<file path="src/video_pkg.sv">
`default_nettype none

package video_pkg;

    // ======================================================================
    // frame addressing
    // ======================================================================

    // 17 bits spans a 320x240 frame across both banks
    localparam int ADDR_W = 17;

    // linear pixel index in raster order
    typedef logic [ADDR_W-1:0] frame_addr_t;

    // display mode
    // codes other than gray show the original colour
    typedef enum logic [2:0] {
        MODE_ORIG = 3'd0,
        MODE_GRAY = 3'd1
    } filter_mode_t;

    // one writer transfer, taken on every edge with valid high
    typedef struct packed {
        logic        valid;
        frame_addr_t addr;
        // RGB565 word laid out as pixel_pkg::rgb565_t
        logic [15:0] data;
    } fb_write_t;

endpackage

`default_nettype wire

</file>
<file path="src/raster_scan.sv">
`default_nettype none
`timescale 1ns/10ps

module raster_scan #(
    parameter int H_ACTIVE = 320,
    parameter int H_TOTAL  = 400,
    parameter int V_ACTIVE = 240,
    parameter int V_TOTAL  = 262
) (
    input  logic                   clk_25MHz,
    input  logic                   rst_n,
    output video_pkg::frame_addr_t rd_addr,
    output logic                   rd_en,
    output logic                   vsync,
    output logic                   display_enable
);

    // counter widths follow the total line and frame sizes
    localparam int H_W = $clog2(H_TOTAL);
    localparam int V_W = $clog2(V_TOTAL);

    localparam logic [H_W-1:0] H_ACT  = H_W'(H_ACTIVE);
    localparam logic [H_W-1:0] H_LAST = H_W'(H_TOTAL - 1);
    localparam logic [V_W-1:0] V_ACT  = V_W'(V_ACTIVE);
    localparam logic [V_W-1:0] V_LAST = V_W'(V_TOTAL - 1);

    logic [H_W-1:0] h_cnt;
    logic [V_W-1:0] v_cnt;
    logic           active;
    logic           frame_start;
    logic           vsync_q;

    // ======================================================================
    // horizontal and vertical counters
    // ======================================================================
    always_ff @(posedge clk_25MHz) begin
        if (!rst_n) begin
            h_cnt <= '0;
            v_cnt <= '0;
        end else if (h_cnt == H_LAST) begin
            // end of line, step to next line or wrap the frame
            h_cnt <= '0;
            v_cnt <= (v_cnt == V_LAST) ? '0 : v_cnt + 1'b1;
        end else begin
            h_cnt <= h_cnt + 1'b1;
        end
    end

    // visible region is the top-left corner of the raster
    assign active      = (h_cnt < H_ACT) && (v_cnt < V_ACT);
    assign frame_start = (h_cnt == '0) && (v_cnt == '0);

    // ======================================================================
    // read request and sync
    // ======================================================================
    always_ff @(posedge clk_25MHz) begin
        if (!rst_n) begin
            rd_en   <= 1'b0;
            rd_addr <= '0;
            vsync   <= 1'b1;
        end else begin
            rd_en <= active;
            // low for the whole last line of the frame
            vsync <= (v_cnt != V_LAST);
            // linear address restarts at the first visible pixel
            if (active) begin
                rd_addr <= frame_start ? '0 : rd_addr + 1'b1;
            end
        end
    end

    // display enable latches on the first vsync rising edge
    always_ff @(posedge clk_25MHz) begin
        if (!rst_n) begin
            vsync_q        <= 1'b1;
            display_enable <= 1'b0;
        end else begin
            vsync_q <= vsync;
            if (!vsync_q && vsync) begin
                display_enable <= 1'b1;
            end
        end
    end

endmodule

`default_nettype wire

</file>
<file path="config.mk">
export PLATFORM = sky130hd
export DESIGN_NAME = raster_scan
export DESIGN_NICKNAME = d
export VERILOG_FILES = /design/src/video_pkg.sv /design/src/raster_scan.sv
export SDC_FILE = /design/constraint.sdc
export NUM_CORES = 1
export LEC_CHECK = 0
export BUFFER_PORTS_ARGS = -buffer_cell sky130_fd_sc_hd__buf_2
export CAP_MARGIN = 30
export CELL_PAD_IN_SITES_DETAIL_PLACEMENT = 1
export CELL_PAD_IN_SITES_GLOBAL_PLACEMENT = 1
export CORE_UTILIZATION = 46
export DETAILED_ROUTE_END_ITERATION = 6
export PLACE_DENSITY_LB_ADDON = 0.1
export SKIP_LAST_GASP = 1
export SYNTH_ARGS = -nofsm -noshare
export SYNTH_HDL_FRONTEND = slang
export SYNTH_SLANG_ARGS = --single-unit
</file>
<file path="constraint.sdc">
create_clock -name clk_25MHz -period 3.5 [get_ports clk_25MHz]
set_input_delay 0.175 -clock clk_25MHz [delete_from_list [all_inputs] [get_ports clk_25MHz]]
set_output_delay 0.175 -clock clk_25MHz [all_outputs]
set_load 0.01 [all_outputs]
</file>
-- Word-level counts from Yosys, hierarchy flattened
Cells that the tools add are included.
- bits of input ports: 2
- register bits after elaboration: 39
- logic and storage cells: 25
- bitwise gates (word level): 1
- reductions and logical operators: 7
- muxes and demuxes: 2
- equal/unequal tests: 3
- magnitude comparators: 2
- add/subtract/negate cells: 3
- operators with widths (operator ; count):
    $add A9 B1 Y9 const B ; 2
    $eq A9 B9 Y1 const B ; 2
    $logic_not A9 Y1 ; 2
    $add A17 B1 Y17 const B ; 1
    $mux W17 ; 1
    $lt A9 B8 Y1 const B ; 1
    $lt A9 B9 Y1 const B ; 1
    $mux W9 ; 1
    $ne A9 B9 Y1 const B ; 1
    $logic_and A1 B1 Y1 ; 3
    $reduce_or A2 Y1 ; 1
    $logic_not A1 Y1 ; 1
    $not A1 Y1 ; 1

-- Depth between registers and ports, before layout
- depth in word-level cells: 3
- mapped depth: 6

-- Worst setup path after synthesis
OpenSTA, ideal clock, no wires.
- kind: reg-to-reg
- start: register v_cnt[6]
- end: register rd_addr[13]
- clock period less this slack: 1964 ps
- cell stages (with the launch flop): 7
- data arrival time: 1898 ps
- setup slack: 1536 ps
- data required time: 3434 ps
- cells stage by stage: dfxtp_1 -> and4_1 -> buf_6 -> or4_4 -> buf_6 -> or4_4 -> a21oi_2
- longest elaborated chain between the ends: 3
- elaborated cells between the ends (all ways): 5
- those cells by class: 1 x order compare; 1 x mux; 3 x reduce/logical
- RTL lines (element ; line ; text):
    start, declared ; raster_scan.sv:28 ; logic [V_W-1:0] v_cnt;
    start signal, assigned ; raster_scan.sv:43 ; v_cnt <= (v_cnt == V_LAST) ? '0 : v_cnt + 1'b1;
    branches (longest 3 deep; another with $lt A9 B8 Y1) ; n/a ;
    end signal, assigned ; raster_scan.sv:67 ; rd_addr <= frame_start ? '0 : rd_addr + 1'b1;
    end, declared ; raster_scan.sv:12 ; output video_pkg::frame_addr_t rd_addr,
Several ways; the timed one is not identified.
A chain may end at the register's enable or synchronous reset.

-- Worst setup path after layout
- start: register h_cnt[0]
- end: register v_cnt[5]
- longest elaborated chain between the ends: 1
- RTL lines (element ; line ; text):
    start, declared ; raster_scan.sv:27 ; logic [H_W-1:0] h_cnt;
    start signal, assigned ; raster_scan.sv:45 ; h_cnt <= h_cnt + 1'b1;
    $eq A9 B9 Y1 ; raster_scan.sv:40 ; end else if (h_cnt == H_LAST) begin
No other way between the ends.

==> results.cfg <==
[outcome]
status = finished clean

[floorplan]
std_cell_rows = 22
die_y_um = 65.3
design.core.area_um2 = 3740
ios = 22
start_util_pct = 49.2
die_w_um = 65.3
die_area_um2 = 4260

[global_route]
use_met2_pct = 39.2
grt_start_max_net_pins = 18
grt_util_met3_pct = 4.17
grt_overflow = 0
grt_pass1_vias = 1561
antenna_found_initial = 0
track_usage_pct = 22.0
grt_pass1_wl_um = 7130
met1_usage_pct = 25.6
gr-max-usage-layer = met2

[finish]
diodes = 0
area_delta_synth_final_pct = 13.4
drive_above_1_share_pct = 18.3
regArea_um2 = 781
multi_input_area_um2 = 987
layout.nets = 237
fillers = 469

[hold_path]
hold_depth = 2
min_path_type = in2reg
min_to = vsync_q
hp-start = rst_n

[synth]
synth_top_area_cell = dfxtp_1
syn-cell-area_um2 = 1840
syn_area_per_cell_um2 = 8.95
synth_area_leaders = dfxtp_1 (42%), xnor2_1 (7.1%), nor2_1 (5.3%), ha_1 (4.1%), a21oi_1 (3.5%)
ys_ff_latch = 39
synth.distinct_cells = 38
synthesis.nets = 214
yosysTopAreaCellShare_pct = 42.4
syn_inst = 206
yosysSeqAreaShare_pct = 42.4
ys_warn_count = 0

[sta]
hold_viol_final = 0
max_freq_mhz = 464
setup-violations-final = 0
relSlewSlack_pct = 74.6
setup-tns-final_ps = 0
finalCritPeriodShare_pct = 61.6
setup_slack_ps = 1340
min_period_ps = 2160
clock_skew_ps = 9.17
rsz0062_at_grt = false
worstMarginPinSlew_ps = 379
maxSlewViolCount = 0

[power]
max-vdd-ir-drop_mv = 0.230
p_leak_nw = 0.752
pwr_density_cell_nw_per_um2 = 421

[critical_path]
path_class = reg2reg
r2r_slack_ps = 1340
cpMaxStageDelayCell = or4b_1
crit_buf_inv = 0
end_kind = register
cp_max_fo = 8
cp_data_required_time_ps = 3680
cpLargestDelayFamily = simple AND/OR/NAND/NOR gates
reg2regPathDepth = 5
start_kind = register
cp_num_cells = 5
r2r-end = v_cnt[5]
cpPeakStageDelay_ps = 620
crit_arrival_ps = 2330
cp_cell_sequence = ha_1 -> or4b_1 -> or2_2 -> o21ai_2 -> nor2_1
startpoint = h_cnt[0]
reg2reg_from = h_cnt[0]

[placed_design]
hpwlAfterDp_um = 3130
port_buffers = 21
place_ws_ps = 1390
routabilityCongestion = 0.749

[clock_tree]
cts_resized = 0
post_cts_buffers = 0
worst_skew_pair.late_latency_ps = 300
clock_sinks = 39
cts_tree = built
htree_levels = 2
clk_pin_slew_ps = 90
cts_buffers = 5
cts_root_buffer = clkbuf_8
cts_hold_buf = 0
clockBufferDepth = 2

[job]
drv_cap = 0

[route]
drcViolationCount = 0
wl_per_cell_um = 15.8
drtAntennaViolNets = 0
post_drt_via_cell_ratio = 5.75
dr.pass1.iters = 4
routed-via-count = 1599
drt_iter0_markers = 69
drt-total-wl_um = 4390
==> registers in the layout, summed over array words and instances, names as in the netlist <==
signal and count:
v_cnt 9, vsync 1, display_enable 1, rd_addr 17, rd_en 1, vsync_q 1
h_cnt 9
==> layer usage <==
layer	wire [um]	vias up
met5	0	-
met4	47	0
met3	105	5
met2	2240	24
met1	2000	780
li1	-	790
==> report_power, final <==
part | total (W) | switching, W | internal [W]
Clock | 0.000388 | 0.000172 | 0.000216
Sequential | 0.000456 | 0.00000700 | 0.000449
Combinational | 0.0000362 | 0.0000232 | 0.0000130
Total | 0.000880 | 0.000202 | 0.000678
==> layout by cell type, fill, tap and decap left out, types with 2 or more instances in the layout <==
cell type	synthesis	routed
buf_2	0	21
dfxtp_1	39	39
nand3b_1	2	2
nor4_1	8	8
and3_1	3	3
nor3_1	3	3
nand2_1	11	11
o31ai_1	8	8
nand4_1	6	6
or2_2	2	2
a21oi_1	13	13
clkbuf_8	0	5
nor2_1	26	26
and4_1	3	3
ha_1	6	6
or4_4	2	2
nand3_1	13	13
xnor2_1	15	15
xor2_1	4	4
o21ai_0	2	2
or4_1	7	7
or3_2	2	2
inv_1	9	9
or3_1	3	3
==> layout make-up <==
class | instances | area share (%)
tap | 48 | 2.87
sequential | 39 | 37.3
clock buffer | 5 | 3.29
timing repair buffer | 22 | 5.39
clock inverter | 3 | 2.27
multi-input combinational | 152 | 47.2
inverter | 9 | 1.62
==> synth_stat cells <==
| library cell | instances |
|---|---|
| a21bo_2 | 1 |
| or4b_1 | 1 |
| o21ai_0 | 2 |
| nand2b_1 | 1 |
| or2_2 | 2 |
| and3_1 | 3 |
| a21oi_2 | 1 |
| or3_2 | 2 |
| and2_1 | 1 |
| o21a_1 | 1 |
| o21ai_2 | 1 |
| nor2_1 | 26 |
| or3_1 | 3 |
| xnor2_1 | 15 |
| ha_1 | 6 |
| mux2i_1 | 1 |
| nor4_2 | 1 |
| and4_1 | 3 |
| nand4_1 | 6 |
| inv_1 | 9 |
| or4_4 | 2 |
| buf_4 | 1 |
| nand4b_1 | 1 |
| dfxtp_1 | 39 |
| nand3_1 | 13 |
| o31ai_1 | 8 |
| clkbuf_1 | 3 |
| a21oi_1 | 13 |
| buf_6 | 2 |
| nor4b_1 | 1 |
| or4_1 | 7 |
| nor3_1 | 3 |
| o41ai_2 | 1 |
| nor4_1 | 8 |
| xor2_1 | 4 |
| nand2_1 | 11 |
| or4_2 | 1 |
| nand3b_1 | 2 |
==> metrics by stage <==
stage	cells	hold slack [ps]	cell area, um2	utilization (%)	power [W]
floorplan	206	248	1840	-	0.000489
global route	278	143	2090	55.8	0.000911
finish	278	127	2090	55.8	0.000880
detailed placement	270	439	1970	52.7	0.000503
global placement	270	427	1970	52.7	0.000499
CTS	278	128	2090	55.8	0.000887
==> how the worst max path moves through the flow <==
stage                        endpoint  slack (ps)
after floorplan           rd_addr[13]        1540
after CTS                    v_cnt[5]        1360
final                        v_cnt[5]        1340
after global placement       v_cnt[7]        1470
after global routing         v_cnt[5]        1290
after detailed placement     v_cnt[5]        1390
==> cells by family (layout without fill, tap and decap cells) <==
group | after synthesis | in the layout | share of synthesized area (%)
AND/OR/NAND/NOR | 98 | 98 | 29.8
XOR/XNOR | 19 | 19 | 9.03
AO/OA/AOI/OAI | 28 | 28 | 10.1
adder cells (fa/ha/maj) | 6 | 6 | 4.07
flip-flops | 39 | 39 | 42.4
multiplexers | 1 | 1 | 0.543
buffers and inverters | 15 | 39 | 4.07
Power figures use the tool's default switching activity.
