## config.mk

```make
export PLATFORM = sky130hd
export DESIGN_NAME = output_select
export DESIGN_NICKNAME = d
export VERILOG_FILES = /design/src/video_pkg.sv /design/src/pixel_pkg.sv /design/src/output_select.sv
export SDC_FILE = /design/constraint.sdc
export NUM_CORES = 1
export LEC_CHECK = 0
export BUFFER_PORTS_ARGS = -buffer_cell sky130_fd_sc_hd__buf_2
export CORE_MARGIN = 8
export CORE_UTILIZATION = 30
export DETAILED_ROUTE_END_ITERATION = 10
export GPL_TIMING_DRIVEN = 1
export PLACE_DENSITY_LB_ADDON = 0.25
export SETUP_SLACK_MARGIN = 0.2
export SYNTH_ARGS = -nofsm -noshare
export SYNTH_HDL_FRONTEND = slang
export SYNTH_SLANG_ARGS = --single-unit
```

## constraint.sdc

```tcl
create_clock -name clk_25MHz -period 3.4 [get_ports clk_25MHz]
set_clock_uncertainty 0.15 [all_clocks]
set_input_delay 0.68 -clock clk_25MHz [delete_from_list [all_inputs] [get_ports clk_25MHz]]
set_output_delay 0.68 -clock clk_25MHz [all_outputs]
set_load 0.01 [all_outputs]
```

## src/video_pkg.sv

```systemverilog
`default_nettype none

package video_pkg;

    // ======================================================================
    // frame addressing
    // ======================================================================

    // 17 bits spans a 320x240 frame across both banks
    localparam int ADDR_W = 17;

    // linear pixel index in raster order
    typedef logic [ADDR_W-1:0] frame_addr_t;

    // display mode
    // codes other than gray show the original colour
    typedef enum logic [2:0] {
        MODE_ORIG = 3'd0,
        MODE_GRAY = 3'd1
    } filter_mode_t;

    // one writer transfer, taken on every edge with valid high
    typedef struct packed {
        logic        valid;
        frame_addr_t addr;
        // RGB565 word laid out as pixel_pkg::rgb565_t
        logic [15:0] data;
    } fb_write_t;

endpackage

`default_nettype wire

```

## src/pixel_pkg.sv

```systemverilog
`default_nettype none

package pixel_pkg;

    // ======================================================================
    // pixel formats
    // ======================================================================

    // stored pixel
    // red 15:11, green 10:5, blue 4:0
    typedef logic [15:0] rgb565_t;

    // one 8-bit channel or gray level
    typedef logic [7:0] gray_t;

    // widened pixel, red in the top byte
    typedef struct packed {
        gray_t r;
        gray_t g;
        gray_t b;
    } rgb888_t;

    // ======================================================================
    // display stream
    // ======================================================================

    // one output pixel with its frame address
    typedef struct packed {
        logic                   valid;
        video_pkg::frame_addr_t addr;
        rgb888_t                rgb;
    } pixel_out_t;

endpackage

`default_nettype wire

```

## src/output_select.sv

```systemverilog
`default_nettype none
`timescale 1ns/10ps

module output_select (
    input  logic                    clk_25MHz,
    input  logic                    rst_n,
    input  logic                    vsync,
    input  video_pkg::filter_mode_t filter_mode,
    input  pixel_pkg::rgb888_t      rgb,
    input  pixel_pkg::gray_t        gray,
    input  logic                    valid,
    input  video_pkg::frame_addr_t  addr,
    output pixel_pkg::pixel_out_t   pix
);

    import video_pkg::*;
    import pixel_pkg::*;

    rgb888_t sel_rgb;
    logic    pass;

    // ======================================================================
    // mode mux
    // ======================================================================
    always_comb begin
        case (filter_mode)
            // gray level copied onto all three channels
            MODE_GRAY: sel_rgb = '{r: gray, g: gray, b: gray};
            // orig and every unused code
            default:   sel_rgb = rgb;
        endcase
    end

    // pipeline is flushed while vsync is low
    assign pass = valid && vsync;

    // ======================================================================
    // output register
    // ======================================================================
    always_ff @(posedge clk_25MHz) begin
        if (!rst_n) begin
            pix <= '0;
        end else begin
            pix.valid <= pass;
            pix.addr  <= addr;
            // black outside valid pixels
            pix.rgb   <= pass ? sel_rgb : '0;
        end
    end

endmodule

`default_nettype wire

```

* Yosys cells after proc, flatten, opt, wreduce, memory -nomap -nowiden *
Index checks and enable logic that the tools add are counted.

word-level totals
  register bits after elaboration = 42
  word-level logic and storage cells = 9

operators by class
  equality and inequality tests = 1
  multiplexer cells = 1
  reductions and logical operators = 2

operators by type and width
  operator            count
  $mux 24             1
  $eq 3x1->1 const B  1
  $reduce_and 2->1    1
  $logic_and 1x1->1   1

* Longest topological paths before layout *
Gate-level depths: netlist (run 1).

  word-level depth = 2
  mapped depth = 5
  depth with buffers taken out = 3

* Least setup slack after synthesis (run 1) *
No wires, ideal clock.

  kind = input to register
  from = input rst_n
  to = register pix[10] (netlist bit)
  setup time = 0.117 ns
  arrival time = 1.461 ns
  path slack = 1.672 ns
  stages = 5
  cell sequence = and3_4 > and3_4 > buf_6 > buf_8 > a22o_1

between the ends
  longest elaborated chain between the ends = 1

ends and longest elaborated chain
  element                     line                 text
  start, declared             output_select.sv:6   input logic rst_n,
  $reduce_and 2->1 (no line)  --
  end, declared               output_select.sv:13  output pixel_pkg::pixel_out_t pix

No other way between the ends.
A chain may end at the register's enable or synchronous reset.

* Worst setup path after layout (run 1) *
  from = input rst_n
  to = register pix[17] (netlist bit)

The elaborated chain is that of the path after synthesis.

==> results of run 1 <==
[worst min-delay path by stage]
stage / startpoint / end / slack (ns) / cells after the start
final: addr[16] / pix[40] / 0.44 / 2
after global routing: addr[14] / pix[38] / 0.43 / 2
after CTS: addr[16] / pix[40] / 0.43 / 2
after detailed placement: addr[5] / pix[29] / 0.74 / 2
after global placement: addr[16] / pix[40] / 0.74 / 2
after floorplan: rst_n / pix[24] / 0.65 / 1
[routing by layer]
metal	vias to the layer above	wire, µm	global-route usage [%]
li1	519	-	-
met1	475	1250	9.22
met2	66	1670	17.6
met3	5	600	8.06
met4	0	44	4.29
met5	-	0	0
[synthesized netlist by cell type, drive strengths merged]
cell	number	area, µm²
dfxtp	42	841
and3	2	22.5
buf	5	56.3
clkbuf	1	3.75
a21boi	1	18.8
a22o	24	210
and2	17	106
nor2	1	3.75
[cell families (layout without fill, tap and decap cells)]
family | Yosys count | count (layout)
buffers and inverters | 6 | 105
AOI/OAI and AO/OA | 25 | 25
and+or+nand+nor | 20 | 20
DFF | 42 | 42
[power by group through the flow]
stage | clock network (W) | logic [W] | registers [W]
4_1_cts | 0.000328 | 0.0000908 | 0.000516
3_3_place_gp | 0 | 0.0000879 | 0.000527
2_1_floorplan | 0 | 0.0000220 | 0.000539
3_5_place_dp | 0 | 0.0000905 | 0.000527
6_report | 0.000315 | 0.0000889 | 0.000516
5_1_grt | 0.000348 | 0.0000973 | 0.000517
[final cells by class]
class	count	area, µm²
flip-flops and latches	42	841
clock inverters	1	5.00
multi-input cells	45	362
well taps	50	62.6
fillers	408	2190
clock buffers	7	86.3
repair buffers	97	485
[through the flow]
step / hold slack, ns / instances
4_1_cts: 0.433 / 242
3_5_place_dp: 0.740 / 234
5_1_grt: 0.430 / 242
2_1_floorplan: 0.652 / 93
3_3_place_gp: 0.736 / 234
6_report: 0.445 / 242
==> flow_summary.json, run 1 <==
{
  "status": "complete, no violations",
  "initial_utilization_pct": 31.3,
  "synth_top_family_by_area": "compound AO/OA/AOI/OAI gates",
  "diodes": 0,
  "htreeDepth": 2,
  "fin_crit_sh_pct": 53.2,
  "rsz0062_at_grt": "false",
  "hp-class": "in -> reg",
  "grt_max_degree": 25,
  "clkPwrFrac_pct": 34.3,
  "ios": 98,
  "clk_path_buf_depth": 2,
  "synthSimpleGateAreaFrac_pct": 10.5,
  "peakVddDrop_mv": 0.212,
  "power.switching_w": 0.000197,
  "ys_ff_latch": 42,
  "grt_pass1_wl_um": 5290,
  "cp.required_ns": 3.47,
  "fmax_mhz": 552,
  "place_area_um2": 1750,
  "synth_compound_area_share_pct": 18.1,
  "grt_remaining_overflow": 0,
  "relSlewSlack_pct": 59.1,
  "design.core.area_um2": 4030,
  "netlist_area_um2": 1260,
  "fp.dieW_um": 80.9,
  "drt-initial-drc-count": 8,
  "final_cell_mix": "buf_2 (97), dfxtp_1 (42), a22o_1 (24)",
  "first_pass_iters": 4,
  "startpoint": "rst_n",
  "critPathTopFamily": "compound AO/OA/AOI/OAI gates",
  "layout_commonest_cell": "buf_2",
  "grtUsageTotal_pct": 10.5,
  "end_kind": "flip-flop",
  "fin_util_pct": 45.7,
  "rows": 23,
  "synthMuxAreaShare_pct": 0,
  "cts_setup_buffers": 0,
  "power_frac_comb_pct": 9.7,
  "synth_fa_ha_area_share_pct": 0,
  "grt_pass1_vias": 1136,
  "cts_buffers": 5,
  "wl_um": 3570,
  "hold_viol": 0,
  "power_w": 0.000920,
  "cts_root_buffer": "clkbuf_8",
  "dieArea_um2": 6540,
  "critPathKind": "in -> reg",
  "path_clk_slew_ns": 0.07,
  "finalSetupViolCount": 0,
  "crit_slowest_cell": "a21boi_4",
  "syn_avg_cell_area_um2": 13.6,
  "synth_warnings": 0,
  "antenna_found_initial": 0,
  "largest-register": "pix",
  "port_buffers": 97,
  "largest_reg_flops": 42,
  "maxSlewViolCount": 0,
  "die_y_um": 80.9,
  "seqPwrFrac_pct": 56.1,
  "synthXorXnorAreaFrac_pct": 0,
  "syn2layout_area_growth_pct": 45.9,
  "syn-num-nets": 149,
  "wl_per_cell_um": 14.7,
  "reg.largest.list": "pix (42)",
  "worstPathArrival_ns": 1.88,
  "gp_congestion": 0.772,
  "stdcell_area_um2": 1840,
  "cts-resized-gates": 0,
  "tns_ns": 0,
  "drive_gt1_share_pct": 55.7,
  "cp.depth": 4,
  "cp_cell_sequence": "buf_2, and3_4, a21boi_4, a22o_1",
  "yosysUniqueCellTypes": 10,
  "synth_seq_area_share_pct": 66.6,
  "drc": 0,
  "power_leakage_nw": 0.970,
  "tightest_slew_ns": 0.612,
  "layout_setup_ws_ns": 1.59,
  "synthCells": 93,
  "cp.buffers_inverters": 1,
  "cts_hold_buf": 0,
  "ant_nets": 0,
  "num_vias": 1065,
  "intPower_w": 0.000723,
  "start_kind": "input pin",
  "post_drt_via_cell_ratio": 4.40,
  "cts.sinks": 42,
  "cp_max_fo": 24,
  "nNetsFinal": 247,
  "dpl.hpwl_um": 2960,
  "cts_tree": "done",
  "p_per_area_nw_per_um2": 500,
  "period_needed_ns": 1.81,
  "endpoint": "pix[17]",
  "max_cap_violations": 0,
  "cp_slowest_stage_delay_ns": 0.53,
  "swShare_pct": 21.4,
  "post-place-ws_ns": 1.27
}
(Power assumes the default switching activity.)
==> run 2: changes to the inputs <==
Clock period 3.4 ns to 1.59 ns, I/O delays scaled along.
==> run 2 against run 1 <==
Highest routed layer unchanged; worst hold slack lost 0.36 ns; critical path type unchanged; largest power group unchanged; power grew 120%; largest cell class unchanged; die area unchanged.
==> flow_summary.json, run 2 (synthesis results as in run 1) <==
{
  "maxSlewViolCount": 0,
  "peakVddDrop_mv": 0.616,
  "largest-register": "pix",
  "antenna_found_initial": 0,
  "power_w": 0.00206,
  "status": "complete, no violations",
  "cp_max_fo": 24,
  "syn2layout_area_growth_pct": 48.0,
  "num-fill-cells": 390,
  "fmax_mhz": 780,
  "worstPathArrival_ns": 1.35,
  "grt_pass1_vias": 1126,
  "ant_nets": 0,
  "tightest_slew_ns": 0.594,
  "critPathTopFamily": "compound AO/OA/AOI/OAI gates",
  "gp_congestion": 0.770,
  "cts_hold_buf": 0,
  "design.core.area_um2": 4030,
  "post_drt_via_cell_ratio": 4.37,
  "hold_viol": 0,
  "rsz0062_at_grt": "false",
  "hold_path_end": "pix[40]",
  "grt_pass1_wl_um": 5270,
  "drive_gt1_share_pct": 56.5,
  "max_cap_violations": 0,
  "fp.dieW_um": 80.9,
  "critPathKind": "in -> reg",
  "cp_slowest_stage_delay_ns": 0.52,
  "cts_buffers": 5,
  "cts-resized-gates": 0,
  "dp_cells": 235,
  "cts_setup_buffers": 0,
  "hp-class": "in -> reg",
  "first_pass_iters": 4,
  "holdCritStartpoint": "addr[16]",
  "num_vias": 1063,
  "diodes": 0,
  "grt_remaining_overflow": 0,
  "initial_utilization_pct": 31.3,
  "finalSetupViolCount": 0,
  "nNetsFinal": 248,
  "power_leakage_nw": 0.984,
  "cts_tree": "done",
  "die_y_um": 80.9,
  "dieArea_um2": 6540,
  "wl_um": 3540,
  "wl_per_cell_um": 14.6,
  "p_per_area_nw_per_um2": 1100,
  "start_kind": "input pin",
  "holdPathStages": 2,
  "end_kind": "flip-flop",
  "clk_path_buf_depth": 2,
  "cp_cell_sequence": "buf_2, and3_4, a21boi_4, a22o_1",
  "ios": 98,
  "crit_slowest_cell": "a21boi_4",
  "final_cell_mix": "buf_2 (97), dfxtp_1 (42), a22o_1 (24)",
  "reg.largest.list": "pix (42)",
  "cp.required_ns": 1.66,
  "relSlewSlack_pct": 60.3,
  "fin_crit_sh_pct": 80.6,
  "finalNonFillerCells": 243,
  "port_buffers": 97,
  "path_clk_slew_ns": 0.07,
  "layout_commonest_cell": "buf_2",
  "tns_ns": 0,
  "htreeDepth": 2,
  "cts_root_buffer": "clkbuf_8",
  "drc": 0,
  "drt-initial-drc-count": 17,
  "period_needed_ns": 1.28,
  "dpl.hpwl_um": 2930,
  "cp.buffers_inverters": 1,
  "cts.sinks": 42,
  "largest_reg_flops": 42,
  "holdWs_ns": 0.0879,
  "grt_max_degree": 25,
  "rows": 23,
  "fin_util_pct": 46.4,
  "grtUsageTotal_pct": 10.6
}
run 2: cell type report:
type | instances | area (µm²) | area share, %
flip-flops and latches | 42 | 841 | 45.0
repair buffers | 98 | 493 | 26.4
multi-input cells | 45 | 362 | 19.4
clock buffers | 8 | 110 | 5.89
well taps | 50 | 62.6 | 3.35
run 2: worst max path at each step:
stage	from	to	slack, ns	depth (start not counted)
4_1_cts	rst_n	pix[19]	0.31	4
6_report	rst_n	pix[19]	0.31	4
3_5_place_dp	rst_n	pix[19]	-0.02	4
2_1_floorplan	rst_n	pix[10]	0.22	5
5_1_grt	rst_n	pix[1]	0.25	4
3_3_place_gp	rst_n	pix[1]	0.06	4
run 2: per-layer routing:
layer  global-route usage, %  share of wire (%)  vias up
li1                        -                  -      522
met1                    9.39                 36      474
met2                    18.4                 48       63
met3                    6.84                 15        4
met4                    4.82                1.1        0
met5                       0                  0        -
run 2: metrics by stage:
stage | instance area [µm²] | setup WS, ns
2_1_floorplan | 1260 | 0.224
3_3_place_gp | 1760 | 0.0559
3_5_place_dp | 1760 | -0.0195
4_1_cts | 1870 | 0.309
5_1_grt | 1870 | 0.251
6_report | 1870 | 0.308
run 2: power by group:
part           switching [W]  internal (W)
Clock               0.000325      0.000438
Combinational      0.0000871      0.000104
Sequential        0.00000905       0.00109
