File: src/video_pkg.sv
`default_nettype none

package video_pkg;

    // ======================================================================
    // frame addressing
    // ======================================================================

    // 17 bits spans a 320x240 frame across both banks
    localparam int ADDR_W = 17;

    // linear pixel index in raster order
    typedef logic [ADDR_W-1:0] frame_addr_t;

    // display mode
    // codes other than gray show the original colour
    typedef enum logic [2:0] {
        MODE_ORIG = 3'd0,
        MODE_GRAY = 3'd1
    } filter_mode_t;

    // one writer transfer, taken on every edge with valid high
    typedef struct packed {
        logic        valid;
        frame_addr_t addr;
        // RGB565 word laid out as pixel_pkg::rgb565_t
        logic [15:0] data;
    } fb_write_t;

endpackage

`default_nettype wire

File: src/pixel_pkg.sv
`default_nettype none

package pixel_pkg;

    // ======================================================================
    // pixel formats
    // ======================================================================

    // stored pixel
    // red 15:11, green 10:5, blue 4:0
    typedef logic [15:0] rgb565_t;

    // one 8-bit channel or gray level
    typedef logic [7:0] gray_t;

    // widened pixel, red in the top byte
    typedef struct packed {
        gray_t r;
        gray_t g;
        gray_t b;
    } rgb888_t;

    // ======================================================================
    // display stream
    // ======================================================================

    // one output pixel with its frame address
    typedef struct packed {
        logic                   valid;
        video_pkg::frame_addr_t addr;
        rgb888_t                rgb;
    } pixel_out_t;

endpackage

`default_nettype wire

File: src/pixel_convert.sv
`default_nettype none
`timescale 1ns/10ps

module pixel_convert (
    input  logic                   clk_25MHz,
    input  logic                   rst_n,
    input  pixel_pkg::rgb565_t     in_pix,
    input  logic                   in_valid,
    input  video_pkg::frame_addr_t in_addr,
    output pixel_pkg::rgb888_t     rgb,
    output pixel_pkg::gray_t       gray,
    output logic                   valid,
    output video_pkg::frame_addr_t addr
);

    import pixel_pkg::*;

    rgb888_t     wide;
    logic [15:0] r_w;
    logic [15:0] g_w;
    logic [15:0] b_w;
    logic [15:0] gray_sum;

    // ======================================================================
    // RGB565 to RGB888
    // ======================================================================
    // low bits filled with ones so full scale maps to 8'hff
    assign wide = '{
        r: {in_pix[15:11], 3'b111},
        g: {in_pix[10:5], 2'b11},
        b: {in_pix[4:0], 3'b111}
    };

    // zero-extend before shifting
    assign r_w = {8'd0, wide.r};
    assign g_w = {8'd0, wide.g};
    assign b_w = {8'd0, wide.b};

    // ======================================================================
    // gray = (76 R + 150 G + 26 B) / 256
    // ======================================================================
    // weights sum to 252, so the total stays below 2^16
    // 76 = 64+8+4, 150 = 128+16+4+2, 26 = 16+8+2
    assign gray_sum = (r_w << 6) + (r_w << 3) + (r_w << 2)
                    + (g_w << 7) + (g_w << 4) + (g_w << 2) + (g_w << 1)
                    + (b_w << 4) + (b_w << 3) + (b_w << 1);

    always_ff @(posedge clk_25MHz) begin
        if (!rst_n) begin
            valid <= 1'b0;
        end else begin
            valid <= in_valid;
        end
    end

    // blank payload outside the active area
    always_ff @(posedge clk_25MHz) begin
        if (in_valid) begin
            rgb  <= wide;
            gray <= gray_sum[15:8];
            addr <= in_addr;
        end else begin
            rgb  <= '0;
            gray <= '0;
            addr <= '0;
        end
    end

endmodule

`default_nettype wire

File: config.mk
export PLATFORM = sky130hd
export DESIGN_NAME = pixel_convert
export DESIGN_NICKNAME = d
export VERILOG_FILES = /design/src/video_pkg.sv /design/src/pixel_pkg.sv /design/src/pixel_convert.sv
export SDC_FILE = /design/constraint.sdc
export NUM_CORES = 1
export LEC_CHECK = 0
export BUFFER_PORTS_ARGS = -buffer_cell sky130_fd_sc_hd__clkbuf_2
export CAP_MARGIN = 20
export CORE_ASPECT_RATIO = 2
export CORE_MARGIN = 5
export CORE_UTILIZATION = 40
export CTS_CLUSTER_DIAMETER = 100
export CTS_CLUSTER_SIZE = 14
export DETAILED_ROUTE_END_ITERATION = 10
export PLACE_DENSITY = 0.68
export SETUP_SLACK_MARGIN = 0.4
export SLEW_MARGIN = 40
export SYNTH_ARGS = -nofsm -noshare
export SYNTH_HDL_FRONTEND = slang
export SYNTH_SLANG_ARGS = --single-unit
export TNS_END_PERCENT = 50
File: constraint.sdc
create_clock -name clk_25MHz -period 4.2 [get_ports clk_25MHz]
set_input_delay 0.42 -clock clk_25MHz [delete_from_list [all_inputs] [get_ports clk_25MHz]]
set_output_delay 0.42 -clock clk_25MHz [all_outputs]
set_load 0.01 [all_outputs]
# After elaboration in Yosys (flattened, before gate mapping)
# Cells that the tools add are included.
# Widths: inputs -> output; s select.
# totals
register_bits	50
word_cells	19
# op_classes
addsub	9
mux	1
# ops
cell	n
$add 16x12->16	2
$add 16x9->16	2
$mux 19	1
$add 15x10->16	1
$add 16x10->16	1
$add 16x11->16	1
$add 16x15->16	1
$add 14x11->15	1

# Logic depth before layout (Yosys ltp)
# Gate-level depths: netlist (run 1).
# logic_depth
ltp_word	9
depth_mapped	15
ltp_nobuf	15

# Least setup slack after synthesis (run 1)
# OpenSTA, ideal clock, no wires.
# synth_timing
path_type	input to register
from	in in_pix[1]
to	reg gray[7]
path_slack_ns	0.258
stages	12
required_time_ns	4.128
arrival_time_ns	3.870
setup_ns	0.072
cell_sequence	fa_1 -> inv_1 -> fa_1 -> fa_1 -> inv_1 -> fa_1 -> inv_1 -> fa_1 -> and2b_1 -> o2111ai_2 -> a32oi_1 -> mux2i_1
# synth_between
elab_chain_cells	3
# synth_rtl
item	line_no	source
from (decl)	pixel_convert.sv:7	input pixel_pkg::rgb565_t in_pix,
$add 16x12->16	pixel_convert.sv:46	+ (b_w << 4) + (b_w << 3) + (b_w << 1);
$add 16x11->16	pixel_convert.sv:46	
$add 16x9->16 (*)	pixel_convert.sv:46	
to (signal assigned)	pixel_convert.sv:60	gray <= gray_sum[15:8];
to (decl)	pixel_convert.sv:11	output pixel_pkg::gray_t gray,
# Mark *: on every way between the ends. The rest lies on a longest branch, timed or not.
# A chain may end at the register's enable or synchronous reset.

# Worst setup path in the final report (run 1)
# layout_timing
from	in in_pix[8]
to	reg gray[7]
# layout_between
elab_chain_cells	7
# layout_rtl
item	line_no	source
$add 16x15->16	pixel_convert.sv:45	+ (g_w << 7) + (g_w << 4) + (g_w << 2) + (g_w << 1)
$add 16x12->16	pixel_convert.sv:45	
$add 16x10->16	pixel_convert.sv:45	
$add 16x9->16 (*)	pixel_convert.sv:45	
$add 16x12->16 (*)	pixel_convert.sv:46	
$add 16x11->16 (*)	pixel_convert.sv:46	
$add 16x9->16 (*)	pixel_convert.sv:46	
# Marked as above.

==> impl_metrics.yaml, run 1 <==
outcome:
  status: "complete, no violations"
global_routing:
  antenna_found_initial: 0
  grt_usage_pct: 15.5
  grt_max_degree: 29
  gr-total-overflow: 0
  grt_pass1_wl_mm: 9.33
  first_global_vias: 2043
route:
  drtIter0Drc: 60
  via_per_inst: 4.39
  routed_wl_mm: 5.77
  drc: 0
  drtAntennaViolNets: 0
  dr.pass1.iters: 4
  vias: 1872
  detail_route.wl_per_cell_um: 13.5
timing:
  tns_ns: 0
  max_freq_ghz: 0.266
  min_period_ns: 3.76
  worstMarginPinSlew_ns: 0.580
  rsz0062_at_grt: "true"
  report.final.slew_viol_count: 0
  timing.final.crit_share_pct: 89.6
  hold_viol_final: 0
  final.setup.worst_slack_ns: 0.436
  setup_viol: 0
  relSlewSlack_pct: 61.1
placement:
  dp_slack_ns: 0.0438
  dpl-instance-area_um2: 3070
  gp_congestion: 0.839
  port_buffers: 85
  dpl.cell_count: 415
  post-dp-hpwl_mm: 4.81
pwr:
  switching_share_pct: 39.2
  p_int_w: 0.00121
  seqPwrFrac_pct: 24.0
  finalPower_w: 0.00199
  p_per_area_nw_per_um2: 601
  switchingPower_w: 0.000778
  clkPwrFrac_pct: 19.1
  p_leak_nw: 1.76
  p_comb_share_pct: 56.9
  ir_drop_mv: 0.393
flow_run:
  drv_cap: 0
cells_and_area:
  final_nets: 431
  antenna_cells: 0
  final_cells: 426
  design_area_um2: 3310
  post_route_cells_drive_above_1_share_pct: 34.7
  syn2layout_area_growth_pct: 28.1
die:
  rows: 41
  core_um2: 6310
  start_util_pct: 40.9
  dieArea_um2: 8250
  die_h_um: 124
  pin_count: 86
  die_w_um: 66.8
worst_setup_path:
  cp_max_fo: 4
  crit_type: "input port to register"
  cp_data_arrival_time_ns: 3.98
  worstSetupEndpointType: "register"
  start_kind: "input port"
  cp_data_required_time_ns: 4.42
synth:
  syn_area_um2: 2580
  synth_cells: 253
  syn_nets: 345
  syn_avg_cell_area_um2: 10.2
  ys_seq_area_share_pct: 33.4
  yosysWarnings: 0
  synth_cell_types: 29
  yosys_register_bits: 43
clock_tree:
  htree_levels: 2
  holdBufCountCts: 0
  cts_buffers: 5
  clk_pin_slew_ns: 0.06
  cts.sink_count: 43
  clockBufferDepth: 2
  cts_root_buffer: "clkbuf_16"
  cts_tree: "yes"
hold_path:
  hp-class: "input port to register"
==> layout make-up <==
| class | count | area, um^2 |
|---|---|---|
| well taps | 86 | 108 |
| multi-input cells | 132 | 1460 |
| inverters | 67 | 258 |
| flip-flops and latches | 43 | 861 |
| repair buffers | 90 | 478 |
| clock buffers | 6 | 129 |
| fillers | 588 | 3000 |
| clock inverters | 2 | 12.5 |
==> through the flow <==
step | hold WS (ns) | util [%]
after floorplan | 0.448 | -
after global placement | 0.621 | 48.6
after detailed placement | 0.626 | 48.6
after CTS | 0.327 | 51.4
after global routing | 0.330 | 52.4
final | 0.329 | 52.4
==> cell usage after synthesis, drive strengths merged <==
library cell / number / area [um^2]
mux2i: 3 / 30.0
nand2b: 3 / 18.8
fa: 34 / 681
o2111ai: 1 / 15.0
nand4: 1 / 6.26
buf: 7 / 52.6
and2b: 2 / 15.0
a21o: 2 / 16.3
o21ai: 2 / 10.0
a21oi: 3 / 15.0
and2: 20 / 125
inv: 66 / 248
xor2: 1 / 8.76
clkinv: 1 / 3.75
o21a: 2 / 15.0
ha: 22 / 275
nor3: 4 / 20.0
a32oi: 1 / 8.76
nand2: 7 / 26.3
a41o: 1 / 10.0
clkbuf: 4 / 16.3
xnor2: 1 / 8.76
and3: 1 / 6.26
a31oi: 2 / 12.5
nor3b: 1 / 7.51
dfxtp: 43 / 861
nor2: 18 / 67.6
==> layer usage <==
layer / global-route usage [%] / up-vias / wire (um)
met4: 7.76 / 0 / 150
met3: 3.25 / 11 / 272
li1: - / 915 / -
met1: 14.1 / 894 / 1750
met2: 30.7 / 52 / 3600
met5: 0 / - / 0
==> worst paths after layout <==
kind,startpoint,to,slack (ns),cells after the start
worst max-delay path,in_pix[8],gray[7],0.44,16
worst min-delay path,in_addr[2],addr[2],0.33,2
==> power by group through the flow <==
stage | Clock, W | Sequential (W) | Combinational, W
4_1_cts | 0.000386 | 0.000477 | 0.00103
3_3_place_gp | 0 | 0.000485 | 0.000940
5_1_grt | 0.000409 | 0.000481 | 0.00127
2_1_floorplan | 0 | 0.000511 | 0.000695
6_report | 0.000379 | 0.000476 | 0.00113
3_5_place_dp | 0 | 0.000484 | 0.000970
==> worst max-delay path: stages <==
cell and delay [ns]:
buf_4 0.10, inv_4 0.05, fa_1 0.52, inv_1 0.05, fa_1 0.52, inv_2 0.04
fa_1 0.52, inv_1 0.04, ha_1 0.26, and3_4 0.17, nand2_1 0.07, fa_2 0.36
and2b_2 0.25, o2111ai_4 0.15, a32oi_2 0.22, mux2i_1 0.20
==> timing repair <==
item | in CTS | in global routing
setup buffers | 1 | 2
pin swaps | 4 | 16
endpoints found under the setup margin | 4 | 6
cloned | 0 | 0
resized for setup | 8 | 19
==> placed cells by master, fill, tap and decap left out, drive strengths merged, types with 3 or more instances in the layout <==
cell type,Yosys,routed
a21oi,3,3
and2,20,20
buf,7,8
clkbuf,4,88
dfxtp,43,43
fa,34,34
ha,22,22
inv,66,65
mux2i,3,3
nand2,7,7
nand2b,3,3
nor2,18,18
nor3,4,4
==> registers in the layout, summed over array words and instances (netlist names) <==
name and cells:
addr 17, gray 8, rgb 17, valid 1
==> kinds of logic (layout without fill, tap and decap cells) <==
logic type | Yosys count | count (layout) | synth area share, %
multiplexers | 3 | 3 | 1.16
AND/OR/NAND/NOR | 57 | 57 | 11.3
buffers and inverters | 78 | 165 | 12.4
XOR/XNOR | 2 | 2 | 0.679
flip-flops | 43 | 43 | 33.4
adder cells (fa/ha/maj) | 56 | 56 | 37.1
AO/OA/AOI/OAI | 14 | 14 | 3.98
Power figures use the tool's default switching activity.
==> inputs of run 2 (changes only) <==
--- a/config.mk
+++ b/config.mk
@@ -8,7 +8,7 @@
 export BUFFER_PORTS_ARGS = -buffer_cell sky130_fd_sc_hd__clkbuf_2
 export CAP_MARGIN = 20
 export CORE_ASPECT_RATIO = 2
-export CORE_MARGIN = 5
+export CORE_MARGIN = 2
 export CORE_UTILIZATION = 40
 export CTS_CLUSTER_DIAMETER = 100
 export CTS_CLUSTER_SIZE = 14
==> impl_metrics.yaml, run 2 (synthesis gave the netlist of run 1 again) <==
hold_path:
  hp-class: "input port to register"
worst_setup_path:
  cp_max_fo: 3
  cp_data_arrival_time_ns: 3.97
  crit_family: "adder cells"
  cp_data_required_time_ns: 4.42
  cp_slowest_cell: "fa_1"
  path_buf_inv: 5
  start_kind: "input port"
  crit_type: "input port to register"
  crit_top_cell: "fa_1"
  slowest_delay_ns: 0.56
  worstSetupEndpointType: "register"
  cp_cell_sequence: "buf_6 -> clkinvlp_4 -> fa_1 -> inv_2 -> fa_1 -> inv_2 -> fa_1 -> inv_1 -> ha_1 -> and3_4 -> nand2_4 -> fa_2 -> and2b_1 -> o2111ai_2 -> a32oi_2 -> mux2i_1"
pwr:
  switchingPower_w: 0.000776
  p_comb_share_pct: 56.0
  finalPower_w: 0.00198
  seqPwrFrac_pct: 24.0
  ir_drop_mv: 0.386
  switching_share_pct: 39.2
  p_int_w: 0.00121
  p_leak_nw: 1.78
  clkPwrFrac_pct: 20.0
  p_per_area_nw_per_um2: 597
global_routing:
  first_global_vias: 1955
  grt_pass1_wl_mm: 8.78
  grt_max_degree: 29
  gr-total-overflow: 0
  antenna_found_initial: 0
  grt_usage_pct: 16.9
timing:
  relSlewSlack_pct: 62.8
  timing.final.crit_share_pct: 89.4
  rsz0062_at_grt: "true"
  hold_slack_ns: 0.327
  min_period_ns: 3.75
  worstMarginPinSlew_ns: 0.555
  report.final.slew_viol_count: 0
  setup_viol: 0
  hold_viol_final: 0
  tns_ns: 0
  max_freq_ghz: 0.266
die:
  start_util_pct: 41.2
  dieArea_um2: 7150
  die_h_um: 118
  core_um2: 6260
  die_w_um: 60.8
  pin_count: 86
  rows: 41
route:
  drtIter0Drc: 59
  via_per_inst: 4.41
  vias: 1881
  routed_wl_mm: 5.48
  dr.pass1.iters: 4
  drtAntennaViolNets: 0
  drc: 0
  detail_route.wl_per_cell_um: 12.8
placement:
  dpl-instance-area_um2: 3070
  post-dp-hpwl_mm: 4.54
  gp_congestion: 0.872
  port_buffers: 85
clock_tree:
  cts_root_buffer: "clkbuf_16"
  cts_tree: "yes"
  clockBufferDepth: 2
  cts.sink_count: 43
  cts_buffers: 5
  htree_levels: 2
  clk_pin_slew_ns: 0.07
cells_and_area:
  top_regs: "addr x17, rgb x17, gray x8"
  syn2layout_area_growth_pct: 28.7
  layout_common_cells: "82 x clkbuf_2, 57 x inv_1, 43 x dfxtp_1"
  antenna_cells: 0
  layout_commonest_cell: "clkbuf_2"
  post_route_cells_drive_above_1_share_pct: 35.2
  final_nets: 432
  design_area_um2: 3320
flow_run:
  drv_cap: 0
outcome:
  status: "complete, no violations"
==> run 2: path summary, 6_finish.rpt <==
| kind | from | to | slack (ns) | depth (start not counted) |
|---|---|---|---|---|
| min | in_addr[2] | addr[2] | 0.33 | 2 |
| max | in_pix[3] | gray[7] | 0.45 | 16 |
==> run 2: timing repair <==
| item | in CTS | in global routing |
|---|---|---|
| resized for setup | 4 | 20 |
| hold buffers | 0 | 0 |
| endpoints found under the setup margin | 4 | 6 |
| setup buffers | 2 | 1 |
| cloned | 0 | 0 |
| pin swaps | 3 | 13 |
==> run 2: final cells by class <==
cell class / count / area, um^2
clock buffers: 5 / 125
clock inverters: 3 / 23.8
fillers: 621 / 2940
inverters: 67 / 258
multi-input cells: 132 / 1470
flip-flops and latches: 43 / 861
well taps: 86 / 108
repair buffers: 91 / 479
==> run 2: per-layer routing <==
metal	vias to the layer above	track usage (%)	wire (um)
met5	-	0	0
met4	0	9.51	226
met3	15	2.75	146
met2	47	31.7	3360
met1	907	15.6	1750
li1	912	-	-
==> run 2: power by group through the flow <==
stage | Clock (W) | Sequential (W) | Combinational, W
2_1_floorplan | 0 | 0.000511 | 0.000695
3_3_place_gp | 0 | 0.000485 | 0.000941
3_5_place_dp | 0 | 0.000485 | 0.000962
4_1_cts | 0.000405 | 0.000477 | 0.000987
5_1_grt | 0.000418 | 0.000480 | 0.00127
6_report | 0.000397 | 0.000475 | 0.00111
==> run 2: stage by stage <==
stage / util (%) / worst slack, ns / instances
2_1_floorplan: - / 0.384 / 253
3_3_place_gp: 49.1 / 0.0594 / 416
3_5_place_dp: 49.1 / 0.0380 / 416
4_1_cts: 51.9 / 0.399 / 426
5_1_grt: 53.0 / 0.294 / 427
6_report: 53.0 / 0.446 / 427
